**src/exec_pkg.sv**
```systemverilog
package exec_pkg;

    // Operand width of the struct fields.
    localparam int DATA_W = 64;

    typedef enum logic [4:0] {
        OP_ADD    = 5'd0,
        OP_SUB    = 5'd1,
        OP_SHL    = 5'd2,
        OP_SHR    = 5'd3,
        OP_PASS   = 5'd4,
        OP_LOADH  = 5'd5,
        OP_SETTGT = 5'd6,
        OP_CMPEQ  = 5'd8,
        OP_CMPLT  = 5'd9,
        OP_CMPGT  = 5'd10,
        OP_FNOT   = 5'd11,
        OP_FAND   = 5'd12,
        OP_FCOPY  = 5'd13,
        OP_JMP    = 5'd14,
        OP_BRF    = 5'd15,
        OP_MUL    = 5'd16,
        OP_DIV    = 5'd17
    } exec_op_e;

    // 166 bits.
    typedef struct packed {
        exec_op_e          op;
        logic [DATA_W-1:0] a;
        logic [DATA_W-1:0] b;
        logic [31:0]       imm;
        logic              high;   // Upper half for OP_LOADH.
    } exec_req_t;

    // 130 bits.
    typedef struct packed {
        logic [DATA_W-1:0] result;
        logic              flag;     // F1 after the operation.
        logic              redirect;
        logic [DATA_W-1:0] target;
    } exec_rsp_t;

endpackage

```
**src/exec_divider.sv**
```systemverilog
`timescale 1ns/100ps

module exec_divider #(
    parameter int WIDTH = exec_pkg::DATA_W
) (
    input  logic             clock,
    input  logic             rst_n,
    input  logic             start,
    input  logic [WIDTH-1:0] dividend,
    input  logic [WIDTH-1:0] divisor,
    output logic             busy,
    output logic             done,
    output logic [WIDTH-1:0] quotient
);
    localparam int CNT_W = (WIDTH > 2) ? $clog2(WIDTH) : 1;

    logic [WIDTH-1:0] rem;
    logic [WIDTH-1:0] dvsr;
    logic [CNT_W-1:0] count;
    logic [WIDTH-1:0] cur_rem;
    logic [WIDTH-1:0] cur_q;
    logic [WIDTH-1:0] cur_dvsr;
    logic [WIDTH:0]   trial;
    logic [WIDTH:0]   diff;
    logic             fits;

    // First step runs on the start edge itself.
    assign cur_rem  = start ? '0 : rem;
    assign cur_q    = start ? dividend : quotient;
    assign cur_dvsr = start ? divisor : dvsr;

    assign trial = {cur_rem, cur_q[WIDTH-1]};
    assign diff  = trial - {1'b0, cur_dvsr};
    assign fits  = !diff[WIDTH];   // A zero divisor always fits, so all ones.

    always_ff @(posedge clock)
    begin
        if (start || busy)
        begin
            rem      <= fits ? diff[WIDTH-1:0] : trial[WIDTH-1:0];
            quotient <= {cur_q[WIDTH-2:0], fits};
        end
        if (start)
            dvsr <= divisor;
    end

    always_ff @(posedge clock)
    begin
        if (!rst_n)
        begin
            busy  <= 1'b0;
            done  <= 1'b0;
            count <= '0;
        end
        else
        begin
            done <= 1'b0;
            if (start)
            begin
                count <= CNT_W'(WIDTH - 1);
                busy  <= 1'b1;
            end
            else if (busy)
            begin
                count <= count - 1'b1;
                if (count == CNT_W'(1))
                begin
                    busy <= 1'b0;
                    done <= 1'b1;   // Quotient final from here.
                end
            end
        end
    end

    assert property (@(posedge clock) disable iff (!rst_n) start |-> !busy)
        else $error("exec_divider: start while busy");

endmodule

```
**config.mk**
```make
export PLATFORM = sky130hd
export DESIGN_NAME = exec_divider
export DESIGN_NICKNAME = d
export VERILOG_FILES = /design/src/exec_pkg.sv /design/src/exec_divider.sv
export SDC_FILE = /design/constraint.sdc
export NUM_CORES = 1
export LEC_CHECK = 0
export BUFFER_PORTS_ARGS = -buffer_cell sky130_fd_sc_hd__buf_2
export CAP_MARGIN = 20
export CORE_MARGIN = 3
export CORE_UTILIZATION = 50
export DETAILED_ROUTE_END_ITERATION = 10
export GPL_ROUTABILITY_DRIVEN = 0
export PLACE_DENSITY = 0.72
export SYNTH_ARGS = -nofsm -noshare
export SYNTH_HDL_FRONTEND = slang
export SYNTH_SLANG_ARGS = --single-unit
export TNS_END_PERCENT = 100
```
**constraint.sdc**
```tcl
create_clock -name clock -period 6.6 [get_ports clock]
set_input_delay 1.32 -clock clock [delete_from_list [all_inputs] [get_ports clock]]
set_output_delay 1.32 -clock clock [all_outputs]
set_load 0.02 [all_outputs]
```
== Yosys cells after proc, flatten, opt, wreduce, memory -nomap -nowiden ==
Cells that the tools add are included.
Word-level totals
  logic and storage cells: 25
  output and inout port bits: 66
  bits of input ports: 131
  register bits after elaboration: 200
Operators by class
  reduce and logical (&&, ||, !) cells: 4
  equal/unequal tests: 1
  multiplexer cells: 10
  bitwise gates (word level): 2
  add/sub/neg operators: 2
Operator list (number)
  $mux W64: 4
  $sub A65 B64 Y65: 1
  $mux W6: 2
  $eq A6 B1 Y1 const B: 1
  $sub A6 B1 Y6 const B: 1
  $mux W1: 4
  $reduce_or A3 Y1: 1
  $not A1 Y1: 2
  $reduce_bool A2 Y1: 1
  $logic_not A1 Y1: 1
  $logic_or A1 B1 Y1: 1

== Depth between registers and ports, before layout ==
  depth after elaboration: 4
  mapped depth: 20
  mapped depth without buffers: 13

== Worst setup path before layout ==
OpenSTA, ideal clock, no wires.
  path type: input to register
  start point: in start
  end point: reg rem[23] (data pin)
  slack: 1.110 ns
  path buffers: 7
  data arrival time: 5.229 ns
  cell stages on the path: 20
  setup time: 0.260 ns
  cells stage by stage: clkbuf_1 clkbuf_1 buf_1 mux2i_1 inv_1 fa_1 nor2b_1 o221ai_1 a21boi_1 o21a_1 a21bo_1 buf_6 a21oi_4 and3_2 or2_1 buf_6 buf_12 inv_8 buf_12 mux2_4
On the way
  longest elaborated chain between the ends: 3
RTL lines
  start: declaration: RTL line exec_divider.sv:8  | input logic start,
  $mux W64
  net cur_dvsr[1]: RTL line exec_divider.sv:22  | logic [WIDTH-1:0] cur_dvsr;
  $sub A65 B64 Y65: RTL line exec_divider.sv:33  | assign diff = trial - {1'b0, cur_dvsr};
  $mux W64: RTL line exec_divider.sv:40  | rem <= fits ? diff[WIDTH-1:0] : trial[WIDTH-1:0];
  end signal: assignment: RTL line exec_divider.sv:40
  end: declaration: RTL line exec_divider.sv:17  | logic [WIDTH-1:0] rem;
The timed path passes the listed nets, and every way through them passes these cells.
A chain may end at the register's enable or synchronous reset.

== Worst setup path in the final report ==
  start point: in start
  end point: reg rem[53] (data pin)
On the way
  longest elaborated chain between the ends: 3
RTL lines (RTL line)
  $mux W64, on equally long branches
  $sub A65 B64 Y65: exec_divider.sv:33
  $mux W64 *: exec_divider.sv:40
Mark *: on every way between the ends. The rest lies on a longest branch, timed or not.

==> impl_metrics.py <==
metrics = {
    "logic_synthesis": {
        "syn_nets": 1461,
        "syn-cell-area_um2": 12600,
        "synth_compound_area_share_pct": 17.3,
        "syn_avg_cell_area_um2": 9.94,
        "synth_area_leaders": "edfxtp_1 31%, dfxtp_1 11%, ha_1 6.6%",
        "ys_ff_latch": 200,
        "synthCells": 1263,
        "synthArstFlopShare_pct": 0,
        "ys_seq_area_share_pct": 42.1,
        "synth_top_area_share_pct": 30.6,
        "ys_types": 75,
        "synthMuxAreaShare_pct": 12.7,
        "ys.flop_type": "edfxtp_1",
        "yosysTopAreaCell": "edfxtp_1",
        "synth_simple_gate_area_share_pct": 11.8,
        "synth_edf_count": 128,
        "synth_top_family_by_area": "compound AO/OA/AOI/OAI gates",
        "synth_xor_area_share_pct": 4.12,
        "synthAdderAreaFrac_pct": 6.74,
        "yosys_warnings": 0,
    },
    "route": {
        "postRouteWirelength_mm": 31.3,
        "vias_per_cell": 5.72,
        "vias": 10000,
        "post-route-drc-count": 0,
        "post_drt_wl_per_cell_um": 17.9,
        "antenna_left": 0,
        "drt-pass1-iter-count": 5,
        "drtIter0Drc": 778,
    },
    "timing": {
        "grt_setup_unrepaired": "no",
        "hold_violations": 0,
        "period_needed_ns": 4.99,
        "tightest_slew_ns": 0.744,
        "relSlewSlack_pct": 50.4,
        "report.final.slew_viol_count": 0,
        "finalSetupTns_ns": 0,
        "finClkSkew_ns": 0.0144,
        "max_freq_mhz": 201,
        "setup_viol": 0,
        "min_period_over_period_pct": 75.6,
    },
    "power": {
        "ir_worst_vdd_v": 0.000199,
        "static-leakage-power_nw": 6.26,
        "switchingPower_mw": 1.75,
        "pwr-share-seq_pct": 36.8,
        "p_clk_share_pct": 23.4,
        "powerDensity_nw_per_um2": 325,
        "power_frac_comb_pct": 39.8,
        "intPower_mw": 2.92,
        "sw_frac_of_total_pct": 37.5,
    },
    "status": {
        "status": "completed",
    },
    "clock_network": {
        "cts_tree": "yes",
        "ctsResizeCount": 0,
        "cts_buffer_depth": 2,
        "h-tree-depth": 4,
        "clock-sinks": 200,
        "cts-root-buf": "clkbuf_16",
        "cts.clk_slew.worst_paths_ns": 0.07,
        "cts_made_buffers": 17,
        "post_cts_buffers": 0,
        "clk_latency_ns": 0.44,
        "cts_hold_buf": 0,
    },
    "place": {
        "dpl.hpwl_mm": 22.8,
        "port_buffers": 196,
        "placed_cells": 1721,
    },
    "critical_path": {
        "path_max_fanout": 64,
        "crit_path_end_kind": "register",
        "critPathArrivalTime_ns": 5.17,
        "start_kind": "input port",
        "crit_required_ns": 6.78,
        "crit_type": "input port to register",
    },
    "die": {
        "die_x_um": 164,
        "io_pins": 197,
        "fp.coreArea_um2": 24500,
        "dieArea_um2": 27000,
        "start_util_pct": 51.3,
        "die_h_um": 164,
        "rows": 57,
    },
    "global_routing": {
        "antenna_found_initial": 1,
        "grt_usage_pct": 22.5,
        "grt_pass1_vias": 9473,
        "grt_overflow": 0,
        "grt_max_degree": 87,
        "grt_pass1_wl_mm": 48.6,
    },
    "finish": {
        "area_growth_pct": 14.3,
        "final_core_util_pct": 58.7,
        "nNetsFinal": 1614,
        "layout-drive-gt1-share_pct": 23.6,
        "diodes": 0,
        "instances_no_fill": 1753,
        "multiInputGateArea_um2": 6620,
        "register_area_um2": 5290,
        "n_fill_cell": 2133,
    },
    "run": {
        "drv_cap": 0,
    },
    "hold_path": {
        "hold_path_class": "register to register",
    },
}
-- final timing paths --
check	from	endpoint	slack, ns	cells past startpoint
worst max-delay path	start	rem[53]$_DFFE_PP_	1.61	12
worst min register to register	dvsr[57]$_DFF_P_	dvsr[57]$_DFF_P_	0.47	2
worst min-delay path	dvsr[57]$_DFF_P_	dvsr[57]$_DFF_P_	0.47	2
worst max register to register	rem[15]$_DFFE_PP_	rem[53]$_DFFE_PP_	2.73	11
-- logic make-up after synthesis --
| kind of cell | after synthesis |
|---|---|
| AOI/OAI and AO/OA | 354 |
| and+or+nand+nor | 280 |
| DFF | 200 |
| buffers and inverters | 157 |
| muxes | 146 |
| adders and majority gates | 67 |
| xor gates and xnor gates | 59 |
-- cells in the final DEF, fill, tap and decap left out, types with 6 or more instances in the layout --
cell type and instances:
buf_2 195, o21ai_0 138, edfxtp_1 128, inv_1 83, a21oi_1 77, dfxtp_1 72
nor2b_1 71, mux2_2 70, mux2i_1 67, nand2_1 67, ha_1 66, nor2_1 45
xor2_1 32, o21a_1 27, xnor2_1 27, nand4_1 26, a21o_1 24, clkbuf_16 17
nand3_1 15, o21bai_1 13, o31ai_1 11, nor3_1 10, and3_1 9, mux2_4 9
buf_4 9, o211ai_1 8, o21ai_1 7, and2_1 6, a211oi_1 6
-- cell usage after synthesis, types with 9 or more instances --
cell	instances
o21ai_0	138
edfxtp_1	128
inv_1	83
a21oi_1	78
dfxtp_1	72
nor2b_1	71
mux2_2	70
mux2i_1	67
nand2_1	67
ha_1	66
clkbuf_1	54
nor2_1	45
xor2_1	32
o21a_1	27
xnor2_1	27
nand4_1	26
a21o_1	24
nand3_1	15
o21bai_1	13
o31ai_1	11
nor3_1	10
and3_1	9
mux2_4	9
-- state kept, by name, summed over array words and instances, names as in the netlist --
signal    count
busy          1
count         6
done          1
dvsr         64
quotient     64
rem          64
-- per-layer routing --
metal  track usage, %  up-vias  part of all wire, %
met5                0        -                0.042
met1             30.9     4714                   45
met2             36.6      376                   46
li1                 -     4892                    -
met3             3.81       44                  7.0
met4             6.98        2                  2.0
-- area by class of cell --
type                    count  area share, %
multi-input cells         906           46.1
flip-flops and latches    200           36.8
repair buffers            207           7.65
clock buffers              17           2.97
well taps                 324           2.83
inverters                  84           2.25
clock inverters            15           1.33
-- per-stage QoR --
step / setup WS, ns / hold WS (ns) / total power, mW / cell area, um2
3_3_place_gp: 1.36 / 0.447 / 3.54 / 13700
2_1_floorplan: 1.11 / 0.431 / 3.14 / 12600
4_1_cts: 1.62 / 0.470 / 4.67 / 14300
3_5_place_dp: 1.20 / 0.451 / 3.57 / 13700
6_report: 1.61 / 0.468 / 4.67 / 14300
5_1_grt: 1.39 / 0.496 / 4.96 / 14300
-- power groups by stage --
stage | registers, mW | logic (mW) | clock network (mW)
4_1_cts | 1.72 | 1.84 | 1.11
3_3_place_gp | 1.74 | 1.80 | 0
3_5_place_dp | 1.75 | 1.82 | 0
6_report | 1.72 | 1.86 | 1.09
5_1_grt | 1.74 | 2.05 | 1.16
2_1_floorplan | 1.78 | 1.36 | 0
-- worst max-delay path, cell delays in order --
cell	delay, ns
clkbuf_8	0.33
buf_12	0.35
mux2i_1	0.30
ha_1	0.36
a21o_1	0.24
a311oi_1	0.39
o211ai_1	0.19
a221oi_1	0.60
o21a_1	0.36
o21a_1	0.32
nor3b_1	0.28
o41ai_2	0.10
No activity file was read; power rests on OpenSTA's default activity.
