--- src/exec_pkg.sv ---
package exec_pkg;

    // Operand width of the struct fields.
    localparam int DATA_W = 64;

    typedef enum logic [4:0] {
        OP_ADD    = 5'd0,
        OP_SUB    = 5'd1,
        OP_SHL    = 5'd2,
        OP_SHR    = 5'd3,
        OP_PASS   = 5'd4,
        OP_LOADH  = 5'd5,
        OP_SETTGT = 5'd6,
        OP_CMPEQ  = 5'd8,
        OP_CMPLT  = 5'd9,
        OP_CMPGT  = 5'd10,
        OP_FNOT   = 5'd11,
        OP_FAND   = 5'd12,
        OP_FCOPY  = 5'd13,
        OP_JMP    = 5'd14,
        OP_BRF    = 5'd15,
        OP_MUL    = 5'd16,
        OP_DIV    = 5'd17
    } exec_op_e;

    // 166 bits.
    typedef struct packed {
        exec_op_e          op;
        logic [DATA_W-1:0] a;
        logic [DATA_W-1:0] b;
        logic [31:0]       imm;
        logic              high;   // Upper half for OP_LOADH.
    } exec_req_t;

    // 130 bits.
    typedef struct packed {
        logic [DATA_W-1:0] result;
        logic              flag;     // F1 after the operation.
        logic              redirect;
        logic [DATA_W-1:0] target;
    } exec_rsp_t;

endpackage

--- src/exec_flag_regs.sv ---
`timescale 1ns/100ps

module exec_flag_regs #(
    parameter int WIDTH = exec_pkg::DATA_W
) (
    input  logic             clock,
    input  logic             rst_n,
    input  logic             flag_we,
    input  logic             flag_new,
    input  logic             tgt_we,
    input  logic [WIDTH-1:0] tgt_new,
    output logic             f1,
    output logic             f2,
    output logic [WIDTH-1:0] target
);

    // F1 and F2 move as a pair on a flag write.
    always_ff @(posedge clock)
    begin
        if (!rst_n)
        begin
            f1 <= 1'b0;
            f2 <= 1'b0;
        end
        else if (flag_we)
        begin
            f1 <= flag_new;
            f2 <= f1;       // Old F1 moves down.
        end
    end

    always_ff @(posedge clock)
    begin
        if (!rst_n)
            target <= '0;
        else if (tgt_we)
            target <= tgt_new; // Branch target.
    end

endmodule

--- config.mk ---
export PLATFORM = sky130hd
export DESIGN_NAME = exec_flag_regs
export DESIGN_NICKNAME = d
export VERILOG_FILES = /design/src/exec_pkg.sv /design/src/exec_flag_regs.sv
export SDC_FILE = /design/constraint.sdc
export NUM_CORES = 1
export LEC_CHECK = 0
export BUFFER_PORTS_ARGS = -buffer_cell sky130_fd_sc_hd__buf_2
export CORE_MARGIN = 8
export CORE_UTILIZATION = 40
export CTS_CLUSTER_SIZE = 14
export DETAILED_ROUTE_END_ITERATION = 6
export HOLD_SLACK_MARGIN = 0.02
export PLACE_DENSITY = 0.79
export RECOVER_POWER = 100
export SLEW_MARGIN = 10
export SYNTH_ARGS = -nofsm -noshare
export SYNTH_HDL_FRONTEND = slang
export SYNTH_SLANG_ARGS = --single-unit
--- constraint.sdc ---
create_clock -name clock -period 0.8 [get_ports clock]
set_input_delay 0.16 -clock clock [delete_from_list [all_inputs] [get_ports clock]]
set_output_delay 0.16 -clock clock [all_outputs]
set_load 0.01 [all_outputs]
# Word-level counts from Yosys, hierarchy flattened
# Cells that the tools add are included.
word_totals:
  regBits: 66
  input_bits: 69
  output_inout_bits: 66
  word_cells: 3

# Depth between registers and ports, before layout
# Gate-level depths: netlist (run 1).
logic_depth:
  depth_word: 0
  depth_mapped: 4
  depth_no_buf: 2

# Least setup slack after synthesis (run 1)
# No wires, ideal clock.
synth_path:
  path_kind: "in2reg"
  from: "in tgt_we"
  to: "reg target[10]"
  setup_ns: 0.116
  stages: 4
  slack_ns: -0.009
  t_arrival_ns: 0.693
  t_required_ns: 0.684
  n_path_buf: 2
  cell_sequence: "buf_6 buf_8 mux2i_1 nor2b_1"
synth_rtl:
  columns: ["item", "line_no", "text"]
  rows:
  - ["from (decl)", "exec_flag_regs.sv:10", "input logic tgt_we,"]
  - ["to (signal assigned)", "exec_flag_regs.sv:37", "target <= tgt_new;"]
  - ["to (decl)", "exec_flag_regs.sv:14", "output logic [WIDTH-1:0] target"]

# Final worst setup path (run 1)
layout_path:
  from: "reg target[49]"
  to: "out target[49]"
# No word-level cell between the ends.

==> results, run 1 <==
- The synthesized netlist occupies a cell area of 2524 um^2.
- The area growth from synthesis to layout is 57.02%.
- The maximum level of the CTS H-tree is 3.
- The startpoint identified for the worst register-to-register timing path is f1$_SDFFE_PN0P_.
- The register bit count reported by yosys is 66.
- The final setup violation count is 66.
- Cells fill 63.49% of the core in the end.
- The post-synthesis cell type count is 7.
- The first global-routing pass estimated 10150 um of wire.
- The proportion of netlist area held by the largest area contributor is 52.35%.
- The via count of the first global-routing pass is 2185.
- The Yosys step of the flow raised 0 warnings.
- The minimum hold slack is between 0.09 and 0.1 ns.
- The width of the die is between 90 and 100 um.
- For the pin with the worst max-slew slack, the measured transition is 0.2341 ns.
- The library cell used most frequently in the layout, excluding fill and tap cells, is sky130_fd_sc_hd__buf_2.
- The maximum clock frequency is around 1.1 GHz.
- The initial antenna violation count is 0.
- Across the routed clock network, the largest skew measured is about 0.0000072 ns.
- The post-synthesis instance total is 212.
- Averaged over all synthesized cells, the footprint is ~12 um^2.
- The clock period minus worst slack is 0.9407 ns.
- The headroom to the max-slew limit is 84.39%.
- The required time at the endpoint of the critical path is 0.64 ns.
- The final max-slew violation count is 0.
- The area enclosed by the die boundary is 9107 um^2.
- The number of buffers added by the clock tree synthesis step is 9.
- The count of cells along the worst hold path is 3.
- For this design the ratio of total power to cell area is 1848 nW/um^2.
- The largest buffer count on any clock path is 2.
- The ratio of final minimum period to clock period is 117.6%.
- The total nets after synthesis is approximately 280.
- For this configuration, the core starts out at a cell density of 40.44%.
- The congestion estimate from routability-driven global placement came to 0.7049.
- The worst hold path terminates at target[50]$_SDFFE_PN0P_.
- The setup path with the least slack is of type reg2out.
- The worst setup path is launched from a flop.
- The total detailed-routing wirelength is 6596 um.
- Of all nets on the critical path, the largest fanout is 2.
- The largest incremental delay on the critical path is 0.35 ns.
- The number of standard cells in the final layout excluding fillers is 436.
- The diode insertion count for antenna repair is 0.
- The clock reaches the later pin of the worst-skew pair after 0.32 ns.
- The final layout contains 424 nets.
- The critical hold path startpoint is tgt_new[50].
- The checks that failed: setup timing.
- Entering global routing, the biggest net connects 39 pins.
- The total area of sequential cells is 1396 um^2.
- Setup repair after global routing could not meet its margin everywhere.
- The hold violation total from the final report is 0.
- The area of the core is 6241 um^2.
- The type of element capturing the critical path is an output pin.
- The flow ran to the end, but the final reports show violations.
- The clock transition at the register clock pins on the worst setup and hold paths after CTS is 0.07 ns.
- The top cell types in the final layout, fill and taps aside, are sky130_fd_sc_hd__buf_2, sky130_fd_sc_hd__mux2i_1, sky130_fd_sc_hd__nor2b_1, sky130_fd_sc_hd__buf_6, sky130_fd_sc_hd__dfxtp_2.
- In this run the critical register-to-register path is captured at f2$_SDFFE_PN0P_.
- The largest area contributor in the synthesized netlist is sky130_fd_sc_hd__dfxtp_1.
- OpenSTA, run right after detailed placement, puts the worst setup slack at -0.1572 ns.
- The number of buffers and inverters on the critical path is 1.
- The critical path data arrival time is around 0.78 ns.
- Once placement finished, the instance area stood at around 3200 um^2.
- The clock sink total is 66.
- The worst-case register-to-register setup slack is about 0.03 ns.
- The detail-routed via count per cell is 4.479.
- The fill cell instance count of the final layout is 519.
- Detailed placement finished with a half-perimeter wire length of between 4000 and 5000 um.
- The CTS tree is built.
- The first detailed-routing pass took 2 iterations.
- Buffers placed on the I/O ports in this run total 134.
- The maximum vdd ir drop is 0.001044 V.
- On the critical path the largest part of the delay comes from flip-flops.
- The number of cells in the design after placement is about 410.
- The final routed DRC violation total is 0.
- In this run the worst hold path is classified as in2reg.
- The count of boundary I/O pins is 135.
- The number of standard-cell rows in the floorplan is 29.
- In this run the static leakage power is ~1.9 nW.
- The routed layout has 1953 vias.
- Summing all non-filler instances in the final layout gives an area of 3963 um^2.
- The multi-input combinational cells in the finished layout cover a total of ~1100 um^2.
- The share of post-route cells with drive strength above 1 is 61.28%.
- The number of max-cap violations is 0.
- Summed over all layers, the global routing overflow is 0.
- The average wire per standard cell is 15.13 um.
- The floorplan step set the die height to 95.43 um.
- Sorting the synthesized cells by area gives the leading types as sky130_fd_sc_hd__dfxtp_1, sky130_fd_sc_hd__mux2i_1, sky130_fd_sc_hd__nor2b_1.
- Walking the worst path, the cells encountered are buf_6.
- Measured in cells, the most critical reg-to-reg path has a length of 3.
- The global router's overall resource usage is 14.37%.
- For this design, the slowest cell found on the critical path is sky130_fd_sc_hd__dfxtp_1.
- Of the synthesized area, sequential elements account for 52.35%.
- Buffers inserted to repair hold after CTS numbered 0.
- The iteration-0 DRC count of the detailed router is 42.
- The root buffer cell chosen for the clock tree is sky130_fd_sc_hd__clkbuf_8.
- The detail route stage leaves a number of antenna-violating nets equal to 0.
- Across all setup checks in the final design, the least slack found is -0.1407 ns.
-- layer usage --
layer	share of wire, %	up-vias	GRT usage (%)
met5	0	-	0
met4	2.1	0	7.298
met3	11	12	6.220
met2	49	81	24.45
met1	38	881	14.80
li1	-	979	-
-- metrics by stage --
| stage | TNS, ns | total power [mW] |
|---|---|---|
| final | -8.099 | 7.322 |
| after CTS | -9.333 | 7.406 |
| after floorplan | 0 | 4.208 |
| after global routing | -10.63 | 7.671 |
| after detailed placement | -7.364 | 4.637 |
| after global placement | -6.304 | 4.604 |
-- worst max path at each step --
| stage | startpoint | to | slack, ns | cells past startpoint |
|---|---|---|---|---|
| after floorplan | tgt_we | target[10]$_SDFFE_PN0P_ | 0.01 | 4 |
| after global placement | tgt_we | target[37]$_SDFFE_PN0P_ | -0.12 | 4 |
| after detailed placement | tgt_we | target[43]$_SDFFE_PN0P_ | -0.16 | 4 |
| after CTS | target[57]$_SDFFE_PN0P_ | target[57] | -0.15 | 1 |
| after global routing | target[4]$_SDFFE_PN0P_ | target[4] | -0.18 | 1 |
| final | target[49]$_SDFFE_PN0P_ | target[49] | -0.14 | 1 |
-- cell usage after synthesis --
cell                       number
sky130_fd_sc_hd__clkbuf_2       1
sky130_fd_sc_hd__clkbuf_1       6
sky130_fd_sc_hd__buf_8          6
sky130_fd_sc_hd__buf_6          1
sky130_fd_sc_hd__nor2b_1       66
sky130_fd_sc_hd__dfxtp_1       66
sky130_fd_sc_hd__mux2i_1       66
-- cells by family after synthesis --
logic type | after synthesis | synth area share [%]
DFF | 66 | 52.36
and+or+nand+nor | 66 | 16.36
buffers and inverters | 14 | 5.106
muxes | 66 | 26.18
-- layout make-up --
cell class	instances	share of cell area (%)
clock buffer	12	3.915
clock inverter	3	0.3789
multi-input combinational	132	27.09
sequential	66	35.24
tap	77	2.431
timing repair buffer	146	30.94
-- report_power, final --
group	internal (mW)	switching [mW]	leakage (nW)	total (mW)
Clock	1.26	1.17	0.0920	2.43
Sequential	3.52	0.136	0.566	3.66
Combinational	0.762	0.474	1.25	1.24
Total	5.54	1.78	1.91	7.32
-- sequential cells by signal (all words and copies together) (netlist names) --
name,count
target,64
f1,1
f2,1
-- timing repair --
item                       CTS  global route
setup endpoints to repair   66            68
setup buffers                6             2
resized for setup          132             0
(Power assumes the default switching activity.)
==> run 2, diff against run 1 <==
Settings changed: ABC_AREA set to 1, CORE_UTILIZATION 40 to 47, PLACE_DENSITY 0.79 to 0.86.
Clock period 0.8 ns to 1.2 ns, I/O delays scaled along.
==> results, run 2 <==
- The flow ran to the end, and the final reports show no timing, DRC or antenna violations.
- Along the worst path, the maximum fanout reaches 2.
- The worst setup skew after layout is ~0.000038 ns.
- The power density normalized to cell area is 1355 nW/um^2.
- After clock tree synthesis, the flow added hold-fix buffers numbering 0.
- The effective utilization at floorplan is 48.92%.
- The first-pass GRT wire length is 10670 um.
- The clock transition at the register clock pins on the worst setup and hold paths after CTS is around 0.070 ns.
- Measured along the y axis, the die boundary spans 91.94 um.
- The worst hold-check path type is in2reg.
- STA classifies the critical path endpoint as an output pin.
- The repair_antennas step left the layout with diodes totalling 0.
- In the synthesized netlist, the cells that appear most often are sky130_fd_sc_hd__nand2_1, sky130_fd_sc_hd__nor2_1, sky130_fd_sc_hd__dfxtp_1, sky130_fd_sc_hd__inv_1, sky130_fd_sc_hd__buf_4.
- Of the total synthesized cell area, the portion taken by AND, OR, NAND and NOR gates is 36.57%.
- The largest registers in the layout are target (64), f1 (1), f2 (1).
- At the end of the flow the core is filled with cells to 62.20%.
- OpenSTA, run right after detailed placement, puts the worst setup slack at 0.1938 ns.
- The later-pin clock latency in the skew report is 0.32 ns.
- Data on the critical path is required at its endpoint by 0.96 ns.
- The library cells used most frequently in the layout, excluding fill and tap cells, are sky130_fd_sc_hd__nor2_1, sky130_fd_sc_hd__nand2_1, sky130_fd_sc_hd__clkbuf_1, sky130_fd_sc_hd__buf_2.
- The overall overflow remaining after global route is 0.
- The detailed placer's ending HPWL is around 4900 um.
- The type of element launching the critical path is a flop.
- For the pin with the worst max-slew slack, the measured transition is 0.5036 ns.
- The family of cells with the greatest summed delay on the critical path is flip-flops.
- The via count of the first global-routing pass is roughly 2400.
- The final max-slew violation count is 0.
- After synthesis the cells add up to 2710 um^2.
- The tree built by TritonCTS fans out to between 60 and 70 sinks.
- After Yosys synthesis, full adders, half adders and majority gates account for 0% of the synthesized area.
- The main combinational cell family by area after synthesis is simple AND/OR/NAND/NOR gates.
- Setup repair after global routing left no endpoint under its margin.
- After the last flow step, the layout net total stands at about 600.
- After Yosys synthesis, XOR and XNOR cells account for 0% of the synthesized area.
- Of all flip-flops after synthesis, the portion carrying an async set or reset was 0%.
- Post-CTS timing repair inserted 0 buffers for setup.
- Dividing the detail-routed wire length by the instance count gives ~11 um.
- The register with the highest flop count is target.
- The number of standard-cell rows in the floorplan is 27.
- After detailed routing, the wire length on met1 is 2804 um.
- The number of cells in the design after placement is 607.
- Entering global routing, the biggest net connects 67 pins.
- Counting every net in the synthesized netlist gives 486.
- Based on the critical path, the design can be clocked at up to 0.9165 GHz.
- The tool flagged a number of max-cap violations equal to 0.
- For this run, design rule violations remaining after detail routing come to 0.
- In this run, post-CTS repair resized a total of 0 instances.
- The detailed-routing iteration count for the pre-antenna-repair pass is 4.
- The leakage power is 1.968 nW.
- Summing all placed instances gives a cell area of 3398 um^2.
- Compared with the post-synthesis result, the final layout area differs by 27.15%.
- The core region is about 5500 um^2.
- For flop-to-flop paths, the worst setup slack is approximately 0.54 ns.
- The maximum vdd ir drop is slightly below 0.0009 V.
- The largest incremental delay on the critical path is 0.35 ns.
- The detailed-routed wire length on met3 is 673 um.
- The largest area contributor in the synthesized netlist is sky130_fd_sc_hd__dfxtp_1.
- A synthesized cell averages 6.499 um^2.
- The mux share of post-synthesis cell area is 0%.
- The number of synthesis warnings is 0.
- In the post-synthesis netlist, the biggest area contributors are sky130_fd_sc_hd__dfxtp_1, sky130_fd_sc_hd__nand2_1, sky130_fd_sc_hd__nor2_1.
- The area enclosed by the die boundary is between 8000 and 9000 um^2.
- The hold violation total from the final report is 0.
- The design draws 4.671 mW.
- The ratio of final minimum period to clock period is 90.92%.
- The highest metal layer carrying signal wires in the routed design is met4.
- In the final timing run, aggregate negative setup slack is 0 ns.
- The detail route stage leaves a number of antenna-violating nets equal to 0.
- The headroom to the max-slew limit is between 60% and 70%.
- Summing the areas of all compound-gate instances in the mapped netlist gives 0% of the synthesized area.
- The start-to-end type of the worst setup path is reg2out.
- Using the TritonRoute via totals, the vias-per-cell ratio works out to between 4 and 5.
- The number of flops mapped to enable cells by yosys is 0.
- Counting along the longest clock path gives a buffer depth of 2.
- The total met2 wirelength after detailed routing is just over 3000 um.
- The global router's overall resource usage is between 10% and 20%.
- The total detailed-routing wirelength is 6577 um.
- Measured along the x axis, the die boundary spans 91.94 um.
- Hold is met by 0.1951 ns.
- The iteration-0 DRC count of the detailed router is 62.
- The number of clock buffers added by TritonCTS is 9.
- Buffers placed on the I/O ports in this run total around 130.
- The H-tree was split into 3 levels.
- The proportion of netlist area held by the largest area contributor is roughly half.
- The final setup violation count is 0.
- The initial antenna violation count was 0.
- The register with the most flip-flops in the layout has 64 of them.
- The number of standard cells in the final layout excluding fillers is just over 600.
- The clock period minus worst slack is 1.091 ns.
- For this design the top-level I/O count stands at about 140.
- Synthesis produced 417 cells.
- The final instance area is 3446 um^2.
- The post-synthesis cell type count is 7.
- The final weighted congestion of routability-driven global placement is approximately 0.76.
- The clock root buffer is sky130_fd_sc_hd__clkbuf_8.
- The critical path data arrival time is between 0.8 and 0.9 ns.
- The cell type of the slowest stage on the worst timing path is sky130_fd_sc_hd__dfxtp_1.
- The leading register cell type out of synthesis is sky130_fd_sc_hd__dfxtp_1.
- The CTS tree is built.
- The post-synthesis sequential area ratio is 48.75%.
- The register bit count reported by yosys is 66.
- Counting both buffers and inverters, the worst setup path holds a total of 1.
- Traced cell by cell, the critical path runs through clkbuf_1.
- Once routing completed, OpenROAD measured the worst setup slack at 0.1089 ns.
- Detailed routing inserted a total of approximately 2600 vias.
- The share of post-route cells with drive strength above 1 is 15.43%.
-- run 2: cells by family (layout without fill, tap and decap cells) --
kind of cell           Yosys count  count (layout)
buffers and inverters           87             221
DFF                             66              66
and+or+nand+nor                264             264
-- run 2: path summary, 6_finish.rpt --
kind | cells past startpoint | to | startpoint
worst min register to register | 2 | target[7]$_SDFFE_PN0P_ | target[7]$_SDFFE_PN0P_
worst min-delay path | 5 | target[30]$_SDFFE_PN0P_ | tgt_new[30]
worst max-delay path | 1 | target[49] | target[49]$_SDFFE_PN0P_
worst max register to register | 4 | f2$_SDFFE_PN0P_ | f1$_SDFFE_PN0P_
-- run 2: where the power goes --
| part | internal (mW) | total, mW | switching (mW) |
|---|---|---|---|
| combinational | 0.278 | 0.693 | 0.415 |
| sequential | 2.35 | 2.43 | 0.0798 |
| clock | 0.798 | 1.55 | 0.755 |
-- run 2: routing by layer --
metal / track usage, % / vias to the layer above
met5: 0 / -
met1: 15.74 / 1090
met2: 25.15 / 84
li1: - / 1432
met3: 8.313 / 6
met4: 5.772 / 0
-- run 2: cell type report --
| class | count | area (um^2) |
|---|---|---|
| sequential | 66 | 1321 |
| fill | 563 | 2095 |
| multi-input combinational | 264 | 991.0 |
| clock buffer | 13 | 148.9 |
| clock inverter | 3 | 15.01 |
| tap | 72 | 90.09 |
| timing repair buffer | 139 | 631.9 |
| inverter | 66 | 247.7 |
