===== src/exec_pkg.sv =====
package exec_pkg;

    // Operand width of the struct fields.
    localparam int DATA_W = 64;

    typedef enum logic [4:0] {
        OP_ADD    = 5'd0,
        OP_SUB    = 5'd1,
        OP_SHL    = 5'd2,
        OP_SHR    = 5'd3,
        OP_PASS   = 5'd4,
        OP_LOADH  = 5'd5,
        OP_SETTGT = 5'd6,
        OP_CMPEQ  = 5'd8,
        OP_CMPLT  = 5'd9,
        OP_CMPGT  = 5'd10,
        OP_FNOT   = 5'd11,
        OP_FAND   = 5'd12,
        OP_FCOPY  = 5'd13,
        OP_JMP    = 5'd14,
        OP_BRF    = 5'd15,
        OP_MUL    = 5'd16,
        OP_DIV    = 5'd17
    } exec_op_e;

    // 166 bits.
    typedef struct packed {
        exec_op_e          op;
        logic [DATA_W-1:0] a;
        logic [DATA_W-1:0] b;
        logic [31:0]       imm;
        logic              high;   // Upper half for OP_LOADH.
    } exec_req_t;

    // 130 bits.
    typedef struct packed {
        logic [DATA_W-1:0] result;
        logic              flag;     // F1 after the operation.
        logic              redirect;
        logic [DATA_W-1:0] target;
    } exec_rsp_t;

endpackage


===== src/exec_control.sv =====
`timescale 1ns/100ps

module exec_control (
    input  logic                          clock,
    input  logic                          rst_n,
    input  logic                          in_valid,
    output logic                          in_ready,
    input  exec_pkg::exec_req_t           in_req,
    output logic                          out_valid,
    input  logic                          out_ready,
    output exec_pkg::exec_rsp_t           out_rsp,
    input  logic [exec_pkg::DATA_W-1:0]   alu_result,
    input  logic                          alu_flag,
    input  logic                          alu_redirect,
    input  logic                          f1_next,
    input  logic [exec_pkg::DATA_W-1:0]   target_next,
    input  logic                          div_busy,
    input  logic                          div_done,
    input  logic [exec_pkg::DATA_W-1:0]   div_quotient,
    output logic                          div_start
);
    import exec_pkg::*;

    typedef enum logic [1:0] {
        IDLE,
        DIVIDING,
        HOLD
    } state_e;

    state_e state;
    logic   accept;
    logic   is_div;

    assign in_ready  = !div_busy && ((state == IDLE) || ((state == HOLD) && out_ready));
    assign accept    = in_valid && in_ready;
    assign is_div    = (in_req.op == OP_DIV);
    assign div_start = accept && is_div;
    assign out_valid = (state == HOLD);

    always_ff @(posedge clock)
    begin
        if (!rst_n)
            state <= IDLE;
        else
        begin
            case (state)
                IDLE:
                    if (accept)
                        state <= is_div ? DIVIDING : HOLD;
                DIVIDING:
                    if (div_done)
                        state <= HOLD;
                HOLD:
                    if (accept)
                        state <= is_div ? DIVIDING : HOLD;
                    else if (out_ready)
                        state <= IDLE;
                default: state <= IDLE;
            endcase
        end
    end

    // Flags and target are taken at acceptance, the quotient later.
    always_ff @(posedge clock)
    begin
        if (accept)
        begin
            out_rsp.result   <= alu_result;
            out_rsp.flag     <= f1_next;
            out_rsp.redirect <= alu_redirect;
            out_rsp.target   <= target_next;
        end
        else if ((state == DIVIDING) && div_done)
            out_rsp.result <= div_quotient;
    end

    assert property (@(posedge clock) disable iff (!rst_n)
        out_valid && !out_ready |=> out_valid && $stable(out_rsp))
        else $error("exec_control: response changed under back-pressure");

    // Flag operations answer next cycle with a zero result and no redirect.
    assert property (@(posedge clock) disable iff (!rst_n)
        accept && alu_flag |=> out_valid && (out_rsp.result == '0) && !out_rsp.redirect)
        else $error("exec_control: bad response for a flag operation");

endmodule


===== config.mk =====
export PLATFORM = sky130hd
export DESIGN_NAME = exec_control
export DESIGN_NICKNAME = d
export VERILOG_FILES = /design/src/exec_pkg.sv /design/src/exec_control.sv
export SDC_FILE = /design/constraint.sdc
export NUM_CORES = 1
export LEC_CHECK = 0
export BUFFER_PORTS_ARGS = -buffer_cell sky130_fd_sc_hd__buf_2
export CAP_MARGIN = 0
export CORE_AREA = 2 2 196 198
export CTS_CLUSTER_DIAMETER = 80
export DETAILED_ROUTE_END_ITERATION = 8
export DIE_AREA = 0 0 198 200
export PLACE_DENSITY_LB_ADDON = 0.1
export SLEW_MARGIN = 20
export SYNTH_ARGS = -nofsm -noshare
export SYNTH_HDL_FRONTEND = slang
export SYNTH_SLANG_ARGS = --single-unit

===== constraint.sdc =====
create_clock -name clock -period 8.5 [get_ports clock]
set_input_delay 1.7 -clock clock [delete_from_list [all_inputs] [get_ports clock]]
set_output_delay 1.7 -clock clock [all_outputs]
set_load 0.1 [all_outputs]

## Word level (Yosys, flattened, before mapping)

Cells that the tools add are included.

- Output and inout bits: 133
- Input port bits: 367
- Register bits: 132
- Word-level logic and storage cells: 29

- Reduce and logical (&&, ||, !) cells: 10
- Eq/ne operators: 6
- Muxes and demuxes: 8

Operators with widths:

| cell | number |
|---|---|
| 2-to-1 mux 64 bit | 2 |
| 2-to-1 mux 2 bit | 5 |
| case mux 2 bit (3 select lines) | 1 |
| == test 5 bit, second input constant | 1 |
| logical AND 1 bit | 5 |
| inequality test 2 bit, second input constant | 2 |
| inequality test 3 x 1 -> 1 bit, second input constant | 1 |
| AND reduction 3 bit | 1 |
| == test 2 x 1 -> 1 bit, second input constant | 1 |
| == test 2 bit, second input constant | 1 |
| zero test 2 bit | 1 |
| nonzero test 2 bit | 1 |
| zero test 1 bit | 1 |
| logical OR 1 bit | 1 |

## Depth between registers and ports, before layout

Gate-level depths: netlist (run 1).

- Depth after elaboration: 7
- Gate-level depth with buffers: 6
- Mapped depth without buffers: 4

## Worst setup path after synthesis (run 1)

No wires, ideal clock.

- Path type: input -> output
- Start: input out_ready
- End: output in_ready
- Stages: 2
- Setup slack: 3.034 ns
- Arrival: 3.766 ns
- Required time: 6.800 ns
- Path buffers: 0
- Cells stage by stage: nor2b_4 -> nor3_1

- Cells in the longest elaborated chain, start to end: 3

RTL lines:

| element | line | text |
|---|---|---|
| from (decl) | exec_control.sv:10 | `input logic out_ready,` |
| logical AND 1 bit | exec_control.sv:34 | `assign in_ready = !div_busy && ((state == IDLE) \|\| ((state == HOLD) && out_ready));` |
| logical OR 1 bit | exec_control.sv:34 |  |
| logical AND 1 bit | exec_control.sv:34 |  |
| to (decl) | exec_control.sv:7 | `output logic in_ready,` |

No other way between the ends.

## Final worst setup path (run 1)

- Start: input in_req[162] (netlist bit)
- End: output div_start

- Cells in the longest elaborated chain, start to end: 2

RTL lines:

| element | line | text |
|---|---|---|
| from (decl) | exec_control.sv:8 | `input exec_pkg::exec_req_t in_req,` |
| == test 5 bit | exec_control.sv:36 | `assign is_div = (in_req.op == OP_DIV);` |
| logical AND 1 bit | exec_control.sv:37 | `assign div_start = accept && is_div;` |
| to (decl) | exec_control.sv:20 | `output logic div_start` |

No other way between the ends.

==> impl_results.md, run 1 <==
- Via count: 3,469
- Largest family of logic cells by synthesized area: multiplexers
- Critical Path Sink Type: primary output
- Min setup slack post-route: 4040 ps
- Post-DRT Antenna Nets: 0
- Placed cells: approximately 1,100
- Post-route cell area: between 7000 and 8000 um2
- Simple-gate portion of the synthesized area: 1.70%
- Register area share after synthesis: about four fifths
- Leak: 3.14 nW
- Hold depth: 3
- Slew @ Worst Pin: 782 ps
- Critical Path Start Type: input port
- Min-Delay Endpoint: state[0]$_SDFFE_PN0P_
- Min-Delay Startpoint: state[1]$_SDFFE_PN0P_
- # Max-Cap Violations: 0
- Post-layout min period: between 4000 and 5000 ps
- Iter 0 DRT Violations: 76
- Post-Syn Area: 4850 um2
- CP arrival: 2760 ps
- Gate count of the mapped netlist: approximately 230
- Synthesis-to-layout area growth: 59.9%
- Worst reg-to-reg setup slack: 6160 ps
- Syn avg cell area: 21.6 um2
- Min Hold Slack: about 660 ps
- Worst r2r dst: out_rsp[125]$_DFFE_PP_
- Ratio of cells with drive above 1 in the final layout: 71.4%
- Pre-antenna DRT Iters: 3
- CORE AREA: around 37,000 um2
- Syn. warnings: 0
- DP Area: between 7000 and 8000 um2
- Hold buffer count at cts: 0
- Chip Width: 198 um
- FF-to-FF path depth: 5
- Routed WL per cell: 15.1 um
- Slew margin rel.: 47.8%
- Die area: just under 40,000 um2
- Setup TNS: 0 ps
- TritonCTS clock tree: done
- Num CTS Buffers: 17
- Setup bufs post-CTS: 0
- Core Rows: 71
- Total power: around 1.9 mW
- Fill count: 4,030
- Layout Skew: 5.53 ps
- Complex-gate fraction of the synthesized area: 0.799%
- Via-per-instance ratio: 3.15
- Adder-cell area share of the yosys netlist: 0%
- Dpl hpwl: 12.3 mm
- Clk slew on worst S/H paths: 60 ps
- Fin nets: 942
- Final setup fails: 0
- Clock tree buffer depth: 2
- Total track usage: 8.16%
- Netlist cell types: 20
- Initial antenna violation count: 3
- Pwr/cell area: approximately 240 nW/um2
- Multiplexer share of the synthesized area: 14.9%
- I/O pins: 500
- Pre-CTS WS: 4010 ps
- Critical path origin: in_req[162]
- First-pass GRT wire length: 22.7 mm
- VDD IR max: 0.134 mV
- Largest net degree at the start of global routing: 133
- Die height: 200 um
- # DRC: 0
- H-tree lvl count: 4
- Routability cong.: 0.717
- Post-Synth XOR/XNOR Area: 0%
- Drt total wl: between 15 and 20 mm
- Final Non-Filler Cells: 1,101
- Worst Setup Path Type: in2out
- Final core occ: about a fifth
- Synth Register Bits: 132
- Period utilization: 52.5%
- Data required, critical path: 6800 ps
- Clock Latency Late Sink: 430 ps
- Slew Viols, Final: 0
- RR Startpoint: state[1]$_SDFFE_PN0P_
- Initial Util: approximately an eighth
- CTS resizes: 0
- RSZ-0062 raised after global routing: no
- Clock sink total: between 100 and 150
- Root buf cell: clkbuf_16
- Post-synth net total: 592
- Final hold vios: 0
- Fmax: 224 MHz
- Critical Path Fanout Max: 3
- Grt ovf: 0
- Vias in the first global route: between 3,000 and 4,000
- Worst Hold Class: reg2reg
- Status: complete, no violations
- Port bufs: 337
[worst max-delay path by stage]
stage                     slack, ps  depth (start not counted)   endpoint
after floorplan                3030                          2   in_ready
after global placement         3970                          5  div_start
after detailed placement       4010                          5  div_start
after CTS                      4010                          5  div_start
after global routing           3980                          5  div_start
final                          4040                          5  div_start
[synthesized netlist by cell type (all sizes together)]
library cell  instances  area share [%]
nor2                  3            0.23
and2                  1            0.13
nand2b                1            0.13
nor3                  3            0.54
a21oi                 2            0.21
edfxtp              130              80
dfxtp                 2            0.83
and3                  1            0.13
mux2                 64              15
a31o                  1            0.18
o21ai                 4            0.41
nand3b                1            0.15
nor2b                 1            0.28
buf                   8             1.2
inv                   2            0.15
nand3                 1            0.10
[power by group]
part / leakage [nW] / total (mW) / switching, mW / internal (mW)
Clock: 0.276 / 0.745 / 0.312 / 0.433
Combinational: 1.64 / 0.344 / 0.268 / 0.0759
Sequential: 1.23 / 0.761 / 0.00701 / 0.754
[cell families (layout without fill, tap and decap cells)]
group | count (synthesis) | count (layout)
AOI/OAI and AO/OA | 7 | 7
buffers and inverters | 10 | 373
DFF | 132 | 132
muxes | 64 | 64
other | 0 | 2
and+or+nand+nor | 12 | 12
[flip-flops by register name (all words and copies together), names as in the netlist]
register	count
out_rsp	130
state	2
[final cells by class]
| cell class | count | area, um2 | area share [%] |
|---|---|---|---|
| diodes | 2 | 5.00 | 0.0645 |
| clock buffers | 17 | 425 | 5.48 |
| clock inverters | 15 | 153 | 1.97 |
| inverters | 2 | 7.51 | 0.0968 |
| multi-input cells | 83 | 851 | 11.0 |
| flip-flops and latches | 132 | 3940 | 50.8 |
| well taps | 511 | 639 | 8.24 |
| repair buffers | 339 | 1730 | 22.4 |
[critical path, stage by stage]
cell      delay [ps]
buf_2             90
nand3b_1         140
nor3_1           240
and2_1           170
buf_2            420
[per-layer routing]
layer / vias up / wire [um] / share of wire (%) / global-route usage [%]
met5: - / 15 / 0.090 / 0
met4: 2 / 331 / 2.0 / 4.01
met3: 16 / 2340 / 14 / 5.12
met2: 245 / 7160 / 43 / 12.0
met1: 1606 / 6790 / 41 / 9.22
li1: 1600 / - / - / -
[placed cells by master (no fill, tap or decap), drive strengths merged]
cell type / Yosys / layout
a21oi: 2 / 2
a31o: 1 / 1
and2: 1 / 1
and3: 1 / 1
buf: 8 / 339
bufinv: 0 / 2
clkbuf: 0 / 17
clkinv: 0 / 6
clkinvlp: 0 / 3
dfxtp: 2 / 2
diode: 0 / 2
edfxtp: 130 / 130
inv: 2 / 6
mux2: 64 / 64
nand2b: 1 / 1
nand3: 1 / 1
nand3b: 1 / 1
nor2: 3 / 3
nor2b: 1 / 1
nor3: 3 / 3
o21ai: 4 / 4
Note: power is estimated with default switching activity, not from simulation.
==> run 2: changes to the inputs <==
--- a/config.mk
+++ b/config.mk
@@ -7,10 +7,10 @@
 export LEC_CHECK = 0
 export BUFFER_PORTS_ARGS = -buffer_cell sky130_fd_sc_hd__buf_2
 export CAP_MARGIN = 0
-export CORE_AREA = 2 2 196 198
+export CORE_AREA = 2 2 192 194
 export CTS_CLUSTER_DIAMETER = 80
 export DETAILED_ROUTE_END_ITERATION = 8
-export DIE_AREA = 0 0 198 200
+export DIE_AREA = 0 0 194 196
 export PLACE_DENSITY_LB_ADDON = 0.1
 export SLEW_MARGIN = 20
 export SYNTH_ARGS = -nofsm -noshare
==> constraint.sdc (replaced) <==
create_clock -name clock -period 4.45 [get_ports clock]
set_input_delay 0.89 -clock clock [delete_from_list [all_inputs] [get_ports clock]]
set_output_delay 0.89 -clock clock [all_outputs]
set_load 0.1 [all_outputs]
==> run 2 against run 1 <==
Compared with the run above: setup slack got worse by 2700 ps; die area down 4.0%; utilization increased by 0.49 points; critical path depth unchanged; highest routed layer unchanged.
==> impl_results.md, run 2 (synthesis gave the netlist of run 1 again) <==
- Synthesis-to-layout area growth: 57.9%
- Min-Delay Startpoint: state[0]$_SDFFE_PN0P_
- Pre-CTS WS: 1140 ps
- Initial antenna violation count: 1
- RR Startpoint: state[1]$_SDFFE_PN0P_
- Clock Latency Late Sink: 420 ps
- Via-per-instance ratio: 3.23
- Commonest non-fill, non-tap cell in the layout: buf_2
- Die height: 196 um
- H-tree lvl count: 4
- TritonCTS clock tree: done
- Leak: 3.14 nW
- Final core occ: a little over a fifth
- Chip Width: 194 um
- Grt ovf: 0
- Critical Path Start Type: input port
- Min setup slack post-route: 1320 ps
- Fmax: 319 MHz
- Fin nets: 942
- Worst Hold Class: reg2reg
- Dpl hpwl: 11.6 mm
- Vias in the first global route: 3,765
- Largest register FFs: 130
- Critical path endpoint: div_start
- Root buf cell: clkbuf_16
- Iter 0 DRT Violations: 70
- Pwr/cell area: approximately 460 nW/um2
- Setup TNS: 0 ps
- Period utilization: 70.4%
- Drt total wl: roughly 15 mm
- First-pass GRT wire length: about 23 mm
- Routed WL per cell: between 10 and 15 um
- Layout Skew: about 7.3 ps
- Setup bufs post-CTS: 0
- VDD IR max: between 0.2 and 0.3 mV
- Core Rows: 70
- # DRC: 0
- Worst reg-to-reg setup slack: between 2000 and 2500 ps
- Post-layout min period: 3130 ps
- CORE AREA: between 30,000 and 40,000 um2
- CP arrival: 2240 ps
- Slew @ Worst Pin: 1050 ps
- Clock sink total: 132
- Final setup fails: 0
- Pre-antenna DRT Iters: 4
- Total power: 3.52 mW
- Data required, critical path: 3560 ps
- Routability cong.: 0.727
- Critical Path Fanout Max: 3
- Top Registers: out_rsp x130, state x2
- # Max-Cap Violations: 0
- Antenna diodes: 0
- Num CTS Buffers: 17
- Critical path origin: in_req[162]
- Post-DRT Antenna Nets: 0
- Via count: 3,409
- RSZ-0062 raised after global routing: no
- CTS resizes: 0
- Status: complete, no violations
- Clk slew on worst S/H paths: 60 ps
- FF-to-FF path depth: 4
- Total track usage: 8.00%
- Ratio of cells with drive above 1 in the final layout: 70.7%
- Slew Viols, Final: 0
- Largest net degree at the start of global routing: 81
- Die area: 38,000 um2
- Initial Util: 13.4%
- Final hold vios: 0
- Worst r2r dst: out_rsp[128]$_DFFE_PP_
- Port bufs: 337
- Hold buffer count at cts: 0
- Critical Path Sink Type: primary output
- Most flop-heavy register: out_rsp
- Min Hold Slack: 635 ps
- Worst Setup Path Type: in2out
- Slew margin rel.: 29.9%
- I/O pins: 500
- Most frequent cells in the layout: buf_2 (337), edfxtp_1 (130), mux2_2 (48)
- Clock tree buffer depth: 2
==> run 2: layer usage <==
| layer | routed length (um) | share of wire, % | vias up | GRT usage [%] |
|---|---|---|---|---|
| met3 | 2160 | 14 | 15 | 5.19 |
| met5 | 16 | 0.11 | - | 0 |
| li1 | - | - | 1593 | - |
| met1 | 6040 | 40 | 1550 | 8.85 |
| met2 | 6680 | 44 | 249 | 11.9 |
| met4 | 248 | 1.6 | 2 | 3.79 |
==> run 2: worst min path at each step <==
stage                                        to  slack [ps]  cells after the start
after global placement    state[0]$_SDFFE_PN0P_         620                      2
after global routing      out_rsp[61]$_DFFE_PN_         600                      1
after CTS                  out_rsp[6]$_DFFE_PN_         600                      1
after detailed placement  state[0]$_SDFFE_PN0P_         630                      2
final                     state[0]$_SDFFE_PN0P_         640                      2
after floorplan           state[0]$_SDFFE_PN0P_         570                      3
==> run 2: layout make-up <==
cell class,instances,area (um2)
fillers,3917,28400
flip-flops and latches,132,3940
repair buffers,339,1700
multi-input cells,83,851
well taps,468,586
clock buffers,20,437
clock inverters,12,138
inverters,2,7.51
==> run 2: where the power goes <==
part / internal (mW) / switching (mW)
sequential: 1.44 / 0.0130
combinational: 0.141 / 0.507
clock: 0.871 / 0.546
total: 2.45 / 1.07
==> run 2: critical path, cell delays in order <==
cell and delay (ps):
buf_2 90, nand3b_1 140, nor3_1 450, and2_1 220, buf_2 440
==> run 2: metrics by stage <==
stage                     instance area (um2)  instances
final                                    7660       1056
after global routing                     7660       1056
after global placement                   7090       1024
after detailed placement                 7090       1024
after CTS                                7660       1056
after floorplan                          4850        225
==> run 3: changes to the inputs <==
--- a/config.mk
+++ b/config.mk
@@ -7,10 +7,10 @@
 export LEC_CHECK = 0
 export BUFFER_PORTS_ARGS = -buffer_cell sky130_fd_sc_hd__buf_2
 export CAP_MARGIN = 0
-export CORE_AREA = 2 2 192 194
+export CORE_AREA = 2 2 195 197
 export CTS_CLUSTER_DIAMETER = 80
 export DETAILED_ROUTE_END_ITERATION = 8
-export DIE_AREA = 0 0 194 196
+export DIE_AREA = 0 0 197 199
 export PLACE_DENSITY_LB_ADDON = 0.1
 export SLEW_MARGIN = 20
 export SYNTH_ARGS = -nofsm -noshare
==> constraint.sdc (replaced) <==
create_clock -name clock -period 2.6 [get_ports clock]
set_input_delay 0.52 -clock clock [delete_from_list [all_inputs] [get_ports clock]]
set_output_delay 0.52 -clock clock [all_outputs]
set_load 0.1 [all_outputs]
==> run 3 against run 2 <==
Compared with the run above: combinational power increased by 74%; register-to-register slack got worse by 1600 ps; power increased by 71%; setup slack got worse by 940 ps; largest cell class unchanged; critical path type is now reg2out; clock skew decreased by 0.77 ps; global-route usage increased by 0.33 points; final area increased by 1.3%; die area increased by 3.1%; non-clock buffer count increased by 3; first-iteration DRC count increased by 14%; sequential power increased by 71%; sequential cell count unchanged.
==> impl_results.md, run 3 (synthesis gave the netlist of run 1 again) <==
- Slew Viols, Final: 0
- Clock sink total: around 130
- Min-Delay Endpoint: out_rsp[5]$_DFFE_PN_
- Vias in the first global route: approximately 3,500
- Footprint of the multi-input gates: between 800 and 900 um2
- Top Registers: out_rsp x130, state x2
- Storage cell area: 3940 um2
- Fmax: 449 MHz
- Clock tree buffer depth: 2
- CTS resizes: 0
- Total track usage: 8.32%
- Total internal power: 4.14 mW
- Worst reg-to-reg setup slack: 670 ps
- Combinational Power Share: 18.8%
- Switch share: 31.3%
- DP Area: 7180 um2
- TritonCTS clock tree: done
- Min setup slack post-route: 374 ps
- Die height: 199 um
- Ratio of cells with drive above 1 in the final layout: approximately 70%
- Hold depth: 1
- Pre-antenna DRT Iters: 3
- Layout Skew: approximately 6.5 ps
- Net Sw Power: 1.89 mW
- Sequential Power Share: 41.3%
- Via-per-instance ratio: 3.23
- Antenna diodes: 0
- Num CTS Buffers: 17
- Final hold vios: 0
- Drt total wl: between 15 and 20 mm
- Worst Setup Path Type: reg2out
- Clock Latency Late Sink: between 400 and 500 ps
- Worst r2r dst: out_rsp[106]$_DFFE_PP_
- Post-route cell area: 7760 um2
- Status: complete, no violations
- Root buf cell: clkbuf_16
- Most flop-heavy register: out_rsp
- CP arrival: 1710 ps
- Commonest non-fill, non-tap cell in the layout: buf_2
- Fin nets: 945
- Setup TNS: 0 ps
- CP max-delay cell: nor3_4
- Critical Path Start Type: register
- Synthesis-to-layout area growth: 59.9%
- Worst path bufs/invs: 1
- Post-DRT Antenna Nets: 0
- FF-to-FF path depth: 4
- # DRC: 0
- Critical Path Fanout Max: 5
- Grt ovf: 0
- H-tree lvl count: 4
- Die area: 39,200 um2
- Period utilization: 85.6%
- Routability cong.: 0.734
- Routed WL per cell: 15.8 um
- Via count: 3,445
- Post-layout min period: approximately 2200 ps
- Final setup fails: 0
- Largest register FFs: 130
- Port bufs: 337
- Initial Util: about an eighth
- Leak: 3.17 nW
- Largest net degree at the start of global routing: 60
- Iter 0 DRT Violations: 80
- I/O pins: 500
- Crit-path leading delay family: simple AND/OR/NAND/NOR gates
- Pwr/cell area: between 700 and 800 nW/um2
- Dpl hpwl: 13.2 mm
- Fill count: 4,026
- # Max-Cap Violations: 0
- Data required, critical path: 2080 ps
- Initial antenna violation count: 4
- VDD IR max: 0.441 mV
- Hold buffer count at cts: 0
- Worst Hold Class: in2reg
- Chip Width: 197 um
- RSZ-0062 raised after global routing: no
- First-pass GRT wire length: 22.9 mm
- CORE AREA: 37,100 um2
- Pre-CTS WS: 300 ps
- Total power: 6.03 mW
- Slew margin rel.: 63.6%
- Clk slew on worst S/H paths: 60 ps
- Setup bufs post-CTS: 0
- Clock group share of total power: about two fifths
- Critical Path Max Stage Delay: 360 ps
- Core Rows: 71
- Min-Delay Startpoint: target_next[5]
- Slew @ Worst Pin: 550 ps
- RR Startpoint: state[1]$_SDFFE_PN0P_
- Most frequent cells in the layout: buf_2 (336), edfxtp_1 (130), mux2_2 (48)
- Critical Path Sink Type: primary output
- Cell Chain, Critical Path: nor2b_4 > nor3_4 > and2_2 > buf_12
## run 3: cell types whose count changed in the layout (fill, tap and decap cells not counted)
cell,previous run,this run
and2_1,1,0
clkinvlp_4,1,3
inv_6,0,3
bufinv_16,3,2
clkbuf_1,3,0
and2_2,0,1
inv_8,0,1
nor3_2,0,1
clkinv_2,4,3
buf_12,0,4
nor3_1,2,1
buf_2,337,336
clkinv_4,1,2
clkinv_1,3,1
## run 3: layout make-up
cell class | instances | share of cell area [%]
clock buffer | 17 | 5.48
inverter | 2 | 0.0967
timing repair buffer | 342 | 22.9
multi-input combinational | 83 | 11.0
clock inverter | 15 | 2.02
sequential | 132 | 50.8
tap | 474 | 7.64
## run 3: how the worst max path moves through the flow
stage / startpoint / end / cells after the start
final: state[1]$_SDFFE_PN0P_ / div_start / 4
after global routing: state[1]$_SDFFE_PN0P_ / div_start / 4
after CTS: state[0]$_SDFFE_PN0P_ / div_start / 3
after detailed placement: div_busy / out_rsp[106]$_DFFE_PP_ / 5
after global placement: div_busy / out_rsp[106]$_DFFE_PP_ / 5
after floorplan: div_busy / div_start / 5
## run 3: routing by layer
| layer | GRT usage (%) | vias up | routed length, um |
|---|---|---|---|
| li1 | - | 1600 | - |
| met1 | 9.04 | 1564 | 6540 |
| met2 | 12.4 | 248 | 7330 |
| met3 | 5.87 | 25 | 2590 |
| met4 | 3.68 | 8 | 271 |
| met5 | 0 | - | 54 |
## run 3: power groups by stage
stage	Sequential [mW]	Combinational, mW	Clock, mW
after floorplan	3.21	0.162	0
after global placement	2.54	1.15	0
after detailed placement	2.53	1.15	0
after CTS	2.49	1.16	2.52
after global routing	2.50	1.19	2.59
final	2.49	1.13	2.40
## run 3: stage by stage
step	utilization, %	std cells	hold slack, ps
after CTS	20.9	1065	222
after detailed placement	19.3	1033	647
after global routing	20.9	1065	228
after floorplan	-	225	579
final	20.9	1065	263
after global placement	19.3	1033	653
